File: src/wmem_params.svh
`ifndef WMEM_PARAMS_SVH
`define WMEM_PARAMS_SVH

// ********************
// weight store geometry
// ********************

// weights per row, also the systolic array dimension.
`define WMEM_LANES 4

// bits per signed weight.
`define WMEM_WEIGHT_WIDTH 8

// global row address bits, the top bit picks the bank.
`define WMEM_ADDR_WIDTH 8

// rows held in each of the two banks.
`define WMEM_BANK_ROWS 128

`endif

File: src/wmem_pkg.sv
`default_nettype none

`include "wmem_params.svh"

package wmem_pkg;

	// ********************
	// data and address types
	// ********************

	typedef logic signed [`WMEM_WEIGHT_WIDTH-1:0] weight_t;
	typedef logic [`WMEM_LANES*`WMEM_WEIGHT_WIDTH-1:0] row_t;

	// lane index is 4 * row offset + column.
	typedef logic [`WMEM_LANES*`WMEM_LANES*`WMEM_WEIGHT_WIDTH-1:0] tile_t;

	typedef logic [`WMEM_ADDR_WIDTH-1:0] row_addr_t;
	typedef logic [`WMEM_ADDR_WIDTH-2:0] bank_addr_t;

	typedef enum logic {
		mode_fc  = 1'b0,
		mode_cnn = 1'b1
	} weight_mode_e;

	// ********************
	// request and response bundles
	// ********************

	typedef struct packed {
		logic       en;
		bank_addr_t addr;
		row_t       data;
	} bank_write_t;

	typedef struct packed {
		logic         en;
		bank_addr_t   addr;
		weight_mode_e mode;
	} bank_read_t;

	typedef struct packed {
		logic         valid;
		logic         bank;
		weight_mode_e mode;
	} resp_ctrl_t;

endpackage

`default_nettype wire

File: src/weight_access_router.sv
`timescale 1ns/1ns
`default_nettype none

`include "wmem_params.svh"

module weight_access_router (
	input  logic                    clk,
	input  logic                    reset,
	input  logic                    wr_en,
	input  wmem_pkg::row_addr_t     wr_addr,
	input  wmem_pkg::row_t          wr_data,
	input  logic                    rd_en,
	input  wmem_pkg::row_addr_t     rd_addr,
	input  wmem_pkg::row_addr_t     weight_memory_pointer,
	input  wmem_pkg::weight_mode_e  mode,
	output wmem_pkg::bank_write_t   wr_req_0,
	output wmem_pkg::bank_write_t   wr_req_1,
	output wmem_pkg::bank_read_t    rd_req_0,
	output wmem_pkg::bank_read_t    rd_req_1,
	output wmem_pkg::resp_ctrl_t    resp
);
	import wmem_pkg::*;

	row_addr_t eff_addr;
	row_addr_t aligned_addr;
	logic      wr_bank;
	logic      rd_bank;

	// ********************
	// read address forming
	// ********************

	// pointer offset wraps modulo the full address space.
	assign eff_addr = rd_addr + weight_memory_pointer;

	// an FC tile starts on a four-row boundary.
	assign aligned_addr = (mode == mode_fc) ?
		(eff_addr & ~row_addr_t'(`WMEM_LANES - 1)) : eff_addr;

	assign wr_bank = wr_addr[`WMEM_ADDR_WIDTH-1];
	assign rd_bank = eff_addr[`WMEM_ADDR_WIDTH-1];

	// ********************
	// bank steering
	// ********************

	always_comb begin
		wr_req_0.en   = wr_en && !wr_bank;
		wr_req_0.addr = wr_addr[`WMEM_ADDR_WIDTH-2:0];
		wr_req_0.data = wr_data;

		wr_req_1.en   = wr_en && wr_bank;
		wr_req_1.addr = wr_addr[`WMEM_ADDR_WIDTH-2:0];
		wr_req_1.data = wr_data;
	end

	always_comb begin
		rd_req_0.en   = rd_en && !rd_bank;
		rd_req_0.addr = aligned_addr[`WMEM_ADDR_WIDTH-2:0];
		rd_req_0.mode = mode;

		rd_req_1.en   = rd_en && rd_bank;
		rd_req_1.addr = aligned_addr[`WMEM_ADDR_WIDTH-2:0];
		rd_req_1.mode = mode;
	end

	// ********************
	// response control
	// ********************

	// bank and mode travel with the read so the former
	// shapes the word of the request that is in flight.
	always_ff @(posedge clk or negedge reset) begin
		if (!reset) begin
			resp <= '0;
		end else begin
			resp.valid <= rd_en;
			if (rd_en) begin
				resp.bank <= rd_bank;
				resp.mode <= mode;
			end
		end
	end

endmodule

`default_nettype wire

File: config.mk
export PLATFORM = sky130hd
export DESIGN_NAME = weight_access_router
export DESIGN_NICKNAME = d
export VERILOG_FILES = /design/src/wmem_pkg.sv /design/src/weight_access_router.sv
export VERILOG_INCLUDE_DIRS = /design/src
export SDC_FILE = /design/constraint.sdc
export NUM_CORES = 1
export LEC_CHECK = 0
export BUFFER_PORTS_ARGS = -buffer_cell sky130_fd_sc_hd__buf_2
export CORE_UTILIZATION = 28
export CTS_BUF_LIST = sky130_fd_sc_hd__clkbuf_8
export DETAILED_ROUTE_END_ITERATION = 12
export HOLD_SLACK_MARGIN = 0.02
export PLACE_DENSITY = 0.79
export RECOVER_POWER = 25
export SYNTH_ARGS = -nofsm -noshare
export SYNTH_HDL_FRONTEND = slang
export SYNTH_SLANG_ARGS = --single-unit
File: constraint.sdc
create_clock -name clk -period 2.41 [get_ports clk]
set_clock_uncertainty 0.15 [all_clocks]
set_input_delay 0.482 -clock clk [delete_from_list [all_inputs] [get_ports clk]]
set_output_delay 0.482 -clock clk [all_outputs]
set_load 0.02 [all_outputs]
==> metrics.yaml <==
period_share: 1.05
ys_seq_elements: 3
relSlewSlack: 0.835
powerDensity_mw_per_mm2: 509
start_util: 0.299
worst_pin_slew_ns: 0.245
antenna_found_initial: 0
gr-usage-all-layers: 0.0905
largest_reg_flops: 3
p_leak_nw: 0.497
fmax_mhz: 396
numCtsBuffers: 3
coreArea_sq_mm: 0.00374
vias: 652
dr.pass1.iters: 2
drtAntennaViolNets: 0
ios: 162
timing.critical_path.required_ns: 1.78
intPower_uw: 300
power_frac_clock: 0.286
syn_avg_cell_area_sq_um: 7.99
synth_warnings: 0
irDropWorstVdd_mv: 0.112
yosysUniqueCellTypes: 25
comb_power_share: 0.595
regMostFlops: "resp"
drive_above_1_share: 0.620
pre_cts_ws_ns: -0.270
path_clk_slew_ns: 0.03
fp-row-count: 22
die-area_sq_mm: 0.00425
netlist_instances: 140
worstPathMaxFanout: 3
hpwl_mm: 1.56
cp-end-kind: "output port"
seq_area_frac_synth: 0.0671
gr-total-overflow: 0
syn-cell-area_sq_mm: 0.00112
crit_type: "in -> out"
switchingPower_uw: 191
syn_to_final_growth_pct: -13.8
hold_viol_final: 0
routed_wl_mm: 1.98
cts_max_level: 1
max_cap_violations: 0
die_h_microns: 65.2
violations: "negative setup slack"
cts_buffer_depth: 2
pwr-share-seq: 0.119
gp_congestion: 0.680
drt_iter0_drc: 10
finalSetupViolCount: 4
n_fill_cell: 407
finalPower_uw: 491
period_minus_slack_ns: 2.52
fin_nets: 178
antenna_cells: 0
status: "complete, but fails checks"
cts.sinks: 3
layout_setup_ws_ns: -0.114
slew_viol_final: 0
min_path_type: "in -> reg"
portBuffers: 44
cts_tree: "done"
cp-start-kind: "primary input"
avgViaCountPerCell: 4.18
cp.arrival_ns: 1.89
largestRegisters: "resp: 3 flops"
drc: 0
clk_latency_ns: 0.21
grt_pass1_vias: 683
grt_start_max_net_pins: 6
synthesis.nets: 209
drt-wirelength-per-cell_microns: 12.7
swShare: 0.389
cts-root-buf: "clkbuf_8"
die_w_microns: 65.2
rsz0062_at_grt: "yes"
grt_pass1_wl_mm: 2.93
metrics by stage:
stage / util / area [sq um] / std cells / TNS, ns / hold WS [ns]
after global routing: 0.258 / 965 / 156 / -0.910 / 0.339
after floorplan: - / 1130 / 140 / 0 / 0.0364
after global placement: 0.213 / 796 / 150 / -1.11 / 0.127
final: 0.258 / 965 / 156 / -0.383 / 0.323
after CTS: 0.252 / 945 / 156 / -0.588 / 0.295
after detailed placement: 0.213 / 796 / 150 / -1.38 / 0.129
synth_stat cells:
library cell,instances,area share
a211o_1,1,0.0078
a21o_1,1,0.0067
a21oi_1,4,0.018
a221oi_1,1,0.0078
a41o_1,1,0.0089
and2_1,3,0.017
buf_4,92,0.62
dfrtp_1,3,0.067
fa_1,1,0.018
ha_1,7,0.078
inv_1,1,0.0034
mux2_2,1,0.010
mux2i_1,1,0.0089
nand2_1,3,0.010
nand2b_1,1,0.0056
nor2_1,4,0.013
nor2b_1,2,0.011
nor3_1,2,0.0089
o211a_1,1,0.0089
o211ai_1,1,0.0067
o21ai_0,1,0.0045
o21ba_1,1,0.0089
or2_1,1,0.0056
xnor2_1,5,0.039
xor2_1,1,0.0078
area by class of cell:
| class | count | area, sq um | share of cell area |
|---|---|---|---|
| clock buffers | 3 | 41.3 | 0.0428 |
| clock inverters | 1 | 3.75 | 0.00389 |
| inverters | 1 | 3.75 | 0.00389 |
| multi-input cells | 44 | 414 | 0.429 |
| flip-flops and latches | 3 | 75.1 | 0.0778 |
| well taps | 48 | 60.1 | 0.0623 |
| repair buffers | 56 | 367 | 0.380 |
power groups by stage:
stage / logic, mW / clock network [mW] / registers, mW
2_1_floorplan: 0.390 / 0 / 0.0665
3_3_place_gp: 0.253 / 0 / 0.0588
3_5_place_dp: 0.257 / 0 / 0.0591
4_1_cts: 0.283 / 0.146 / 0.0586
5_1_grt: 0.318 / 0.148 / 0.0588
6_report: 0.292 / 0.140 / 0.0584
final timing paths:
check	from	endpoint	slack (ns)	depth (start not counted)
max	weight_memory_pointer[1]	rd_req_0[8]	-0.11	7
min	rd_en	resp[2]	0.32	1
min reg2reg	resp[0]	resp[0]	0.35	1
max reg2reg	resp[0]	resp[0]	1.53	1
max in group asynchronous	reset	resp[1]	1.51	2
min in group asynchronous	reset	resp[2]	0.45	2
repair_timing:
action,in CTS,in global routing
resized for setup,17,7
endpoints found under the setup margin,8,8
endpoints found under the hold margin,3,0
pin swaps,10,8
hold buffers,1,0
buffers inserted,1,0
worst max-delay path, cell delays in order:
cell	delay, ns
buf_8	0.10
ha_4	0.23
a211o_1	0.29
a41o_1	0.23
o21ba_1	0.19
or2_1	0.23
buf_6	0.14
cells in the final DEF, fill, tap and decap left out, drive strengths merged, types with 3 or more instances in the layout:
cell type and n:
clkbuf 5, and2 3, buf 53, xnor2 5, a21oi 4, nand2 3, dfrtp 3, nor2 4
ha 7
per-layer routing:
| metal | wire, microns | vias to the layer above | global-route usage |
|---|---|---|---|
| li1 | - | 294 | - |
| met1 | 533 | 289 | 0.0583 |
| met2 | 1060 | 44 | 0.165 |
| met3 | 255 | 25 | 0.0399 |
| met4 | 131 | 0 | 0.114 |
| met5 | 0 | - | 0 |
kinds of logic after synthesis:
kind of cell | share of synthesized area
AO/OA/AOI/OAI | 0.0783
buffers and inverters | 0.621
XOR/XNOR | 0.0470
adder cells (fa/ha/maj) | 0.0962
flip-flops | 0.0671
AND/OR/NAND/NOR | 0.0716
multiplexers | 0.0190
No activity file was read; power rests on OpenSTA's default activity.
