[src/wmem_params.svh]
`ifndef WMEM_PARAMS_SVH
`define WMEM_PARAMS_SVH

// ********************
// weight store geometry
// ********************

// weights per row, also the systolic array dimension.
`define WMEM_LANES 4

// bits per signed weight.
`define WMEM_WEIGHT_WIDTH 8

// global row address bits, the top bit picks the bank.
`define WMEM_ADDR_WIDTH 8

// rows held in each of the two banks.
`define WMEM_BANK_ROWS 128

`endif

[src/wmem_pkg.sv]
`default_nettype none

`include "wmem_params.svh"

package wmem_pkg;

	// ********************
	// data and address types
	// ********************

	typedef logic signed [`WMEM_WEIGHT_WIDTH-1:0] weight_t;
	typedef logic [`WMEM_LANES*`WMEM_WEIGHT_WIDTH-1:0] row_t;

	// lane index is 4 * row offset + column.
	typedef logic [`WMEM_LANES*`WMEM_LANES*`WMEM_WEIGHT_WIDTH-1:0] tile_t;

	typedef logic [`WMEM_ADDR_WIDTH-1:0] row_addr_t;
	typedef logic [`WMEM_ADDR_WIDTH-2:0] bank_addr_t;

	typedef enum logic {
		mode_fc  = 1'b0,
		mode_cnn = 1'b1
	} weight_mode_e;

	// ********************
	// request and response bundles
	// ********************

	typedef struct packed {
		logic       en;
		bank_addr_t addr;
		row_t       data;
	} bank_write_t;

	typedef struct packed {
		logic         en;
		bank_addr_t   addr;
		weight_mode_e mode;
	} bank_read_t;

	typedef struct packed {
		logic         valid;
		logic         bank;
		weight_mode_e mode;
	} resp_ctrl_t;

endpackage

`default_nettype wire

[src/weight_word_former.sv]
`timescale 1ns/1ns
`default_nettype none

`include "wmem_params.svh"

module weight_word_former (
	input  wmem_pkg::resp_ctrl_t  resp,
	input  wmem_pkg::tile_t       rows_0,
	input  wmem_pkg::tile_t       rows_1,
	output logic                  rd_valid,
	output wmem_pkg::tile_t       read_word
);
	import wmem_pkg::*;

	localparam int W     = `WMEM_WEIGHT_WIDTH;
	localparam int LANES = `WMEM_LANES * `WMEM_LANES;

	tile_t   sel_rows;
	weight_t lane_w;

	// ********************
	// bank select
	// ********************

	assign sel_rows = resp.bank ? rows_1 : rows_0;
	assign rd_valid = resp.valid;

	// ********************
	// output shaping
	// ********************

	// fc passes the whole tile through.
	// cnn keeps the single row in lanes 0 to 3 and zeroes the rest.
	always_comb begin
		read_word = '0;
		lane_w    = '0;
		for (int lane = 0; lane < LANES; lane++) begin
			if (resp.mode == mode_fc || lane < `WMEM_LANES) begin
				lane_w = sel_rows[lane*W +: W];
			end else begin
				lane_w = '0;
			end
			read_word[lane*W +: W] = lane_w;
		end
	end

endmodule

`default_nettype wire

[config.mk]
export PLATFORM = sky130hd
export DESIGN_NAME = weight_word_former
export DESIGN_NICKNAME = d
export VERILOG_FILES = /design/src/wmem_pkg.sv /design/src/weight_word_former.sv
export VERILOG_INCLUDE_DIRS = /design/src
export SDC_FILE = /design/constraint.sdc
export NUM_CORES = 1
export LEC_CHECK = 0
export BUFFER_PORTS_ARGS = -buffer_cell sky130_fd_sc_hd__buf_2
export CORE_AREA = 2 2 150 152
export DETAILED_ROUTE_END_ITERATION = 6
export DIE_AREA = 0 0 152 154
export MAX_ROUTING_LAYER = met4
export PLACE_DENSITY_LB_ADDON = 0.3
export SLEW_MARGIN = 20
export SYNTH_ARGS = -nofsm -noshare
export SYNTH_HDL_FRONTEND = slang
export SYNTH_SLANG_ARGS = --single-unit
[constraint.sdc]
create_clock -name vclk -period 1
set_input_delay 0.2 -clock vclk [all_inputs]
set_output_delay 0.2 -clock vclk [all_outputs]
set_load 0.005 [all_outputs]
==> impl_metrics.py, run 1 <==
metrics = {
    "status": {
        "status": "complete, but fails checks",
        "failed_checks": "setup timing",
    },
    "floorplan": {
        "num_io_pins": 388,
        "row_count": 54,
        "die_h_um": 154,
        "die-area_sq_um": 23400,
        "die_w_um": 152,
        "core_area_sq_um": 21700,
        "initial_core_util": 0.0963,
    },
    "finish": {
        "layout_common_cells": "buf_2, nor2_1, mux2i_1",
        "nets": 917,
        "register_area_sq_um": 0,
        "numSequentialCells": 0,
        "multi_input_area_sq_um": 1820,
        "area_growth_pct": 129,
        "drive_above_1_share": 0.721,
        "nClkBuffers": 0,
        "mostFrequentLayoutCell": "buf_2",
        "antenna-diode-count": 0,
        "instances_no_fill": 936,
        "nFillCells": 2425,
    },
    "synthesis": {
        "yosysUniqueCellTypes": 10,
        "syn_nets": 509,
        "syn_area_per_cell_sq_um": 8.36,
        "synth_warnings": 0,
        "yosysTopAreaCell": "mux2i_1",
        "synthesis.instances": 250,
        "synth_top_area_frac": 0.460,
        "syn_area_sq_um": 2090,
        "synth_area_leaders": "mux2i_1, mux2_4, nor2_1",
        "synth-seq-area-share": 0,
    },
    "timing": {
        "finalCritPeriodShare": 1.26,
        "hold_viol": 0,
        "worst_pin_slew_ps": 206,
        "slew_violations": 0,
        "setup_viol": 128,
        "fin_crit_ps": 1260,
        "finalWorstSetupSlack_ps": -264,
        "rsz0062_at_grt": "true",
        "fmax_mhz": 791,
        "max_slew_margin": 0.860,
    },
    "global_route": {
        "grt_pass1_wl_mm": 16.7,
        "grtUsageTotal": 0.0860,
        "met2_usage": 0.174,
        "met3_usage": 0.00846,
        "grt_max_degree": 42,
        "antenna_found_initial": 0,
        "grt_pass1_vias": 3295,
        "grt_overflow_total": 0,
        "met1_usage": 0.0957,
        "busiest_layer": "met2",
    },
    "drt": {
        "antenna_left": 0,
        "wire_per_inst_um": 11.7,
        "drt-pass1-iter-count": 4,
        "vias": 3315,
        "drt_iter0_markers": 130,
        "drt_wl_total_mm": 11.0,
        "drcViolationCount": 0,
        "vias_per_cell": 3.54,
    },
    "min_path": {
        "worst_hold_path.endpoint": "rd_valid",
        "hp-class": "input port to output pin",
        "min_path_cells": 0,
        "hold_start": "resp[2]",
    },
    "placed_design": {
        "post-place-ws_ps": -265,
        "gp_congestion": 0.779,
        "dp_hpwl_mm": 9.49,
        "portBuffers": 386,
        "place_inst": 929,
    },
    "setup_path": {
        "start_kind": "input port",
        "worst-setup-path-type": "input port to output pin",
        "end_kind": "output pin",
        "required_ps": 800,
        "path_max_fanout": 17,
        "cp.arrival_ps": 1060,
    },
    "cts": {
        "cts_hold_buffers": 0,
    },
    "pwr": {
        "ir_worst_vdd_mv": 0.154,
        "p_total_w": 0.00197,
        "p_leak_nw": 2.92,
        "power.density_nw_per_um2": 411,
    },
    "flow_run": {
        "maxCapViolCount": 0,
    },
}
critical path, cell delays in order:
cell	delay (ps)
buf_12	100
buf_12	160
buf_12	150
mux2i_2	260
nor2_1	60
buf_2	130
Yosys cell counts:
cell type,number
mux2i_1,96
nor2_1,96
mux2_4,24
buf_12,11
mux2_2,8
buf_2,6
clkbuf_1,5
buf_8,2
buf_4,1
buf_6,1
power by group:
part	switching (W)	internal, W
logic	0.000745	0.00122
registers	0	0
clock network	0	0
per-stage QoR:
step / area [sq um] / hold WS, ps / util / setup TNS [ps]
3_5_place_dp: 4470 / 400 / 0.206 / -25430
2_1_floorplan: 2090 / 481 / - / 0
3_3_place_gp: 4470 / 400 / 0.206 / -24740
5_1_grt: 4790 / 400 / 0.221 / -30320
4_1_cts: 4690 / 400 / 0.216 / -24890
6_report: 4790 / 400 / 0.221 / -23620
repair_timing:
item                       4_1_cts  5_1_grt
setup endpoints to repair      128      128
gates resized for setup         33       18
pin swaps                        3        6
buffers inserted                 5        1
gates cloned                     1        1
logic make-up (layout without fill, tap and decap cells):
family | Yosys count | in the layout | share of synthesized area
buffers and inverters | 26 | 432 | 0.152
and+or+nand+nor | 96 | 96 | 0.172
muxes | 128 | 128 | 0.675
layer usage:
metal	wire [um]	part of all wire
met5	0	0
met4	23	0.0021
met3	733	0.067
met2	6010	0.55
met1	4210	0.38
final cells by class:
class | count | area share
timing repair buffer | 432 | 0.547
multi-input combinational | 224 | 0.380
tap | 280 | 0.0732
how the worst max path moves through the flow:
stage / startpoint / cells after the start / slack, ps / end
6_report: resp[1] / 6 / -260 / read_word[42]
3_3_place_gp: resp[1] / 5 / -260 / read_word[13]
5_1_grt: resp[1] / 6 / -320 / read_word[42]
3_5_place_dp: resp[1] / 5 / -270 / read_word[13]
4_1_cts: resp[1] / 5 / -250 / read_word[7]
2_1_floorplan: resp[1] / 3 / 6 / read_word[10]
Note: power is estimated with default switching activity, not from simulation.
==> run 2, diff against run 1 <==
Settings changed: GPL_ROUTABILITY_DRIVEN from default to 0.
Clock period 1 ns to 1.1 ns, I/O delays scaled along.
==> impl_metrics.py, run 2 (same netlist as run 1, synthesis figures left out) <==
metrics = {
    "status": {
        "status": "complete, but fails checks",
        "failed_checks": "setup timing",
    },
    "finish": {
        "nets": 913,
        "fin_util": 0.222,
        "instances_no_fill": 933,
        "nClkBuffers": 0,
        "mostFrequentLayoutCell": "buf_2",
        "area_growth_pct": 131,
        "numSequentialCells": 0,
        "register_area_sq_um": 0,
        "final_area_sq_um": 4820,
        "drive_above_1_share": 0.722,
        "layout_common_cells": "buf_2, nor2_1, mux2i_1",
    },
    "drt": {
        "wl_met2_mm": 6.11,
        "drt-pass1-iter-count": 4,
        "dr_wl_met3_um": 783,
        "m1WireLength_mm": 4.02,
        "drt_iter0_markers": 119,
        "wire_per_inst_um": 11.7,
        "highest_layer": "met4",
        "vias_per_cell": 3.55,
        "antenna_left": 0,
        "vias": 3309,
        "drcViolationCount": 0,
        "drt_wl_total_mm": 11.0,
    },
    "setup_path": {
        "worst-setup-path-type": "input port to output pin",
        "path_max_fanout": 17,
        "cp_slowest_stage_delay_ps": 300,
        "crit_chain": "buf_12 > buf_12 > buf_12 > mux2_4 > buf_6",
        "cp_slowest_cell": "mux2_4",
        "worst_path_most_repeated_cell": "buf_12",
        "start_kind": "input port",
        "cp.arrival_ps": 1070,
        "end_kind": "output pin",
        "required_ps": 880,
    },
    "cts": {
        "cts_hold_buffers": 0,
    },
    "timing": {
        "finalCritPeriodShare": 1.17,
        "worst_pin_slew_ps": 215,
        "setup_viol": 128,
        "fin_crit_ps": 1290,
        "slew_violations": 0,
        "fmax_mhz": 774,
        "max_slew_margin": 0.856,
        "holdWs_ps": 440,
        "rsz0062_at_grt": "true",
        "hold_viol": 0,
        "finalWorstSetupSlack_ps": -192,
    },
    "placed_design": {
        "dp_hpwl_mm": 9.41,
        "portBuffers": 386,
        "place_inst": 927,
        "post_dp_cell_area_sq_um": 4450,
    },
    "floorplan": {
        "core_area_sq_um": 21700,
        "die_h_um": 154,
        "die-area_sq_um": 23400,
        "initial_core_util": 0.0963,
        "die_w_um": 152,
        "row_count": 54,
        "num_io_pins": 388,
    },
    "min_path": {
        "hp-class": "input port to output pin",
        "min_path_cells": 0,
        "hold_start": "resp[2]",
        "worst_hold_path.endpoint": "rd_valid",
    },
    "pwr": {
        "power.density_nw_per_um2": 376,
        "combPwrFrac": 1.000,
        "ir_worst_vdd_mv": 0.203,
        "p_total_w": 0.00181,
        "sequentialPowerShare": 0,
        "p_leak_nw": 2.92,
        "switching_share": 0.378,
        "p_sw_w": 0.000685,
        "p_int_w": 0.00113,
        "pwr-share-clk": 0,
    },
    "global_route": {
        "antenna_found_initial": 1,
        "grt_pass1_vias": 3267,
        "grt_pass1_wl_mm": 16.3,
        "grtUsageTotal": 0.0847,
        "grt_overflow_total": 0,
        "grt_max_degree": 42,
    },
    "flow_run": {
        "maxCapViolCount": 0,
    },
}
[run 2: worst max path at each step]
| stage | cells after the start | startpoint | to | slack, ps |
|---|---|---|---|---|
| 2_1_floorplan | 3 | resp[1] | read_word[10] | 70 |
| 3_3_place_gp | 5 | resp[1] | read_word[12] | -200 |
| 3_5_place_dp | 5 | resp[1] | read_word[12] | -210 |
| 4_1_cts | 5 | resp[1] | read_word[7] | -190 |
| 5_1_grt | 6 | resp[1] | read_word[49] | -230 |
| 6_report | 5 | resp[1] | read_word[19] | -190 |
[run 2: timing repair]
item	4_1_cts	5_1_grt
pin swaps	1	3
setup endpoints to repair	128	128
setup buffers	3	0
resized for setup	37	20
gates cloned	1	1
[run 2: cell type report]
cell class	instances	area, sq um
fillers	2423	16900
repair buffers	428	2620
multi-input cells	224	1850
well taps	280	350
diodes	1	2.50
[run 2: power groups by stage]
stage                     registers [W]  clock network [W]  logic (W)
after floorplan                       0                  0   0.000765
after global placement                0                  0    0.00163
after detailed placement              0                  0    0.00164
after CTS                             0                  0    0.00178
after global routing                  0     0.000000000122    0.00198
final                                 0     0.000000000122    0.00181
[run 2: per-stage QoR]
step,TNS (ps),setup WS (ps)
global placement,-17030,-204
floorplan,0,65.7
CTS,-16380,-188
finish,-15120,-192
global route,-21460,-229
detailed placement,-17830,-207
[run 2: critical path, delay by kind of cell]
family	cells	cell delay [ps]
buffers and inverters	4	520
muxes	1	300
[run 2: routing by layer]
metal  vias to the layer above  GRT usage
met5                         -          -
met4                         0    0.00623
met3                         4     0.0104
met2                       225      0.175
met1                      1414     0.0880
li1                       1666          -
==> run 3, diff against run 2 <==
Settings changed: RECOVER_POWER from default to 25.
Clock period 1.1 ns to 1.56 ns, I/O delays scaled along.
==> impl_metrics.py, run 3 (same netlist as run 1, synthesis figures left out) <==
metrics = {
    "finish": {
        "final_area_sq_um": 4360,
        "mostFrequentLayoutCell": "buf_2",
        "nClkBuffers": 0,
        "instances_no_fill": 919,
        "layout_common_cells": "buf_2, nor2_1, mux2i_1",
        "area_growth_pct": 109,
        "nets": 900,
        "drive_above_1_share": 0.674,
        "antenna-diode-count": 0,
        "register_area_sq_um": 0,
        "numSequentialCells": 0,
    },
    "drt": {
        "drt_iter0_markers": 111,
        "drcViolationCount": 0,
        "drt-pass1-iter-count": 4,
        "vias_per_cell": 3.50,
        "vias": 3212,
        "drt_wl_total_mm": 10.4,
        "wire_per_inst_um": 11.3,
        "antenna_left": 0,
    },
    "timing": {
        "slew_violations": 0,
        "hold_viol": 0,
        "finalCritPeriodShare": 0.956,
        "rsz0062_at_grt": "false",
        "fin_crit_ps": 1490,
        "worst_pin_slew_ps": 193,
        "setup_viol": 0,
        "finalWorstSetupSlack_ps": 68.2,
        "fmax_mhz": 670,
        "max_slew_margin": 0.868,
    },
    "global_route": {
        "grt_max_degree": 42,
        "grt_pass1_wl_mm": 15.8,
        "grtUsageTotal": 0.0819,
        "antenna_found_initial": 0,
        "grt_overflow_total": 0,
        "grt_pass1_vias": 3164,
    },
    "setup_path": {
        "cp_top_family": "buffers and inverters",
        "end_kind": "output pin",
        "path_max_fanout": 18,
        "crit_chain": "buf_6 > buf_12 > buf_4 > mux2_2 > buf_2",
        "required_ps": 1250,
        "cp_slowest_stage_delay_ps": 330,
        "cp_slowest_cell": "mux2_2",
        "worst-setup-path-type": "input port to output pin",
        "cp.arrival_ps": 1180,
        "start_kind": "input port",
        "cp_num_buf_inv": 4,
    },
    "floorplan": {
        "die-area_sq_um": 23400,
        "die_h_um": 154,
        "row_count": 54,
        "initial_core_util": 0.0963,
        "num_io_pins": 388,
        "core_area_sq_um": 21700,
        "die_w_um": 152,
    },
    "status": {
        "status": "finished, final reports clean",
    },
    "pwr": {
        "p_leak_nw": 2.70,
        "combPwrFrac": 1.000,
        "power.density_nw_per_um2": 255,
        "switching_share": 0.398,
        "p_sw_w": 0.000443,
        "p_int_w": 0.000669,
        "ir_worst_vdd_mv": 0.104,
        "sequentialPowerShare": 0,
        "pwr-share-clk": 0,
    },
    "placed_design": {
        "dp_hpwl_mm": 9.40,
        "post_dp_cell_area_sq_um": 4390,
        "place_inst": 919,
        "post-place-ws_ps": -14.3,
        "portBuffers": 386,
    },
    "min_path": {
        "hp-class": "input port to output pin",
    },
    "cts": {
        "post-cts-setup-buffer-count": 0,
    },
    "flow_run": {
        "maxCapViolCount": 0,
    },
}
-- run 3: area by class of cell --
type                       count  area (sq um)
tap                          280           350
timing repair buffer         415          2230
multi-input combinational    224          1780
fill                        2491         17300
-- run 3: path summary, 6_finish.rpt --
check / start / to / slack [ps] / cells after the start
max: resp[1] / read_word[3] / 70 / 5
min: resp[2] / rd_valid / 620 / 0
-- run 3: routing by layer --
layer / routed length, um / GRT usage / vias to the layer above
met5: 0 / - / -
met2: 5710 / 0.169 / 213
met4: 16 / 0.00134 / 0
met1: 3900 / 0.0888 / 1362
li1: - / - / 1635
met3: 760 / 0.00733 / 2
-- run 3: metrics by stage --
stage / utilization / power [W] / hold WS, ps / TNS (ps)
2_1_floorplan: - / 0.000540 / 705 / 0
4_1_cts: 0.203 / 0.00114 / 624 / 0
6_report: 0.201 / 0.00111 / 624 / 0
5_1_grt: 0.201 / 0.00123 / 624 / 0
3_3_place_gp: 0.203 / 0.00113 / 624 / -9.31
3_5_place_dp: 0.203 / 0.00114 / 624 / -14.3
-- run 3: power groups by stage --
| stage | Sequential, W | Combinational [W] | Clock [W] |
|---|---|---|---|
| final | 0 | 0.00111 | 0 |
| after floorplan | 0 | 0.000540 | 0 |
| after global placement | 0 | 0.00113 | 0 |
| after detailed placement | 0 | 0.00114 | 0 |
| after CTS | 0 | 0.00114 | 0 |
| after global routing | 0 | 0.00123 | 0 |
-- run 3: timing repair --
item                       4_1_cts  5_1_grt
setup endpoints to repair        1        1
hold buffers                     0        0
resized for setup                1        1
pin swaps                        0        0
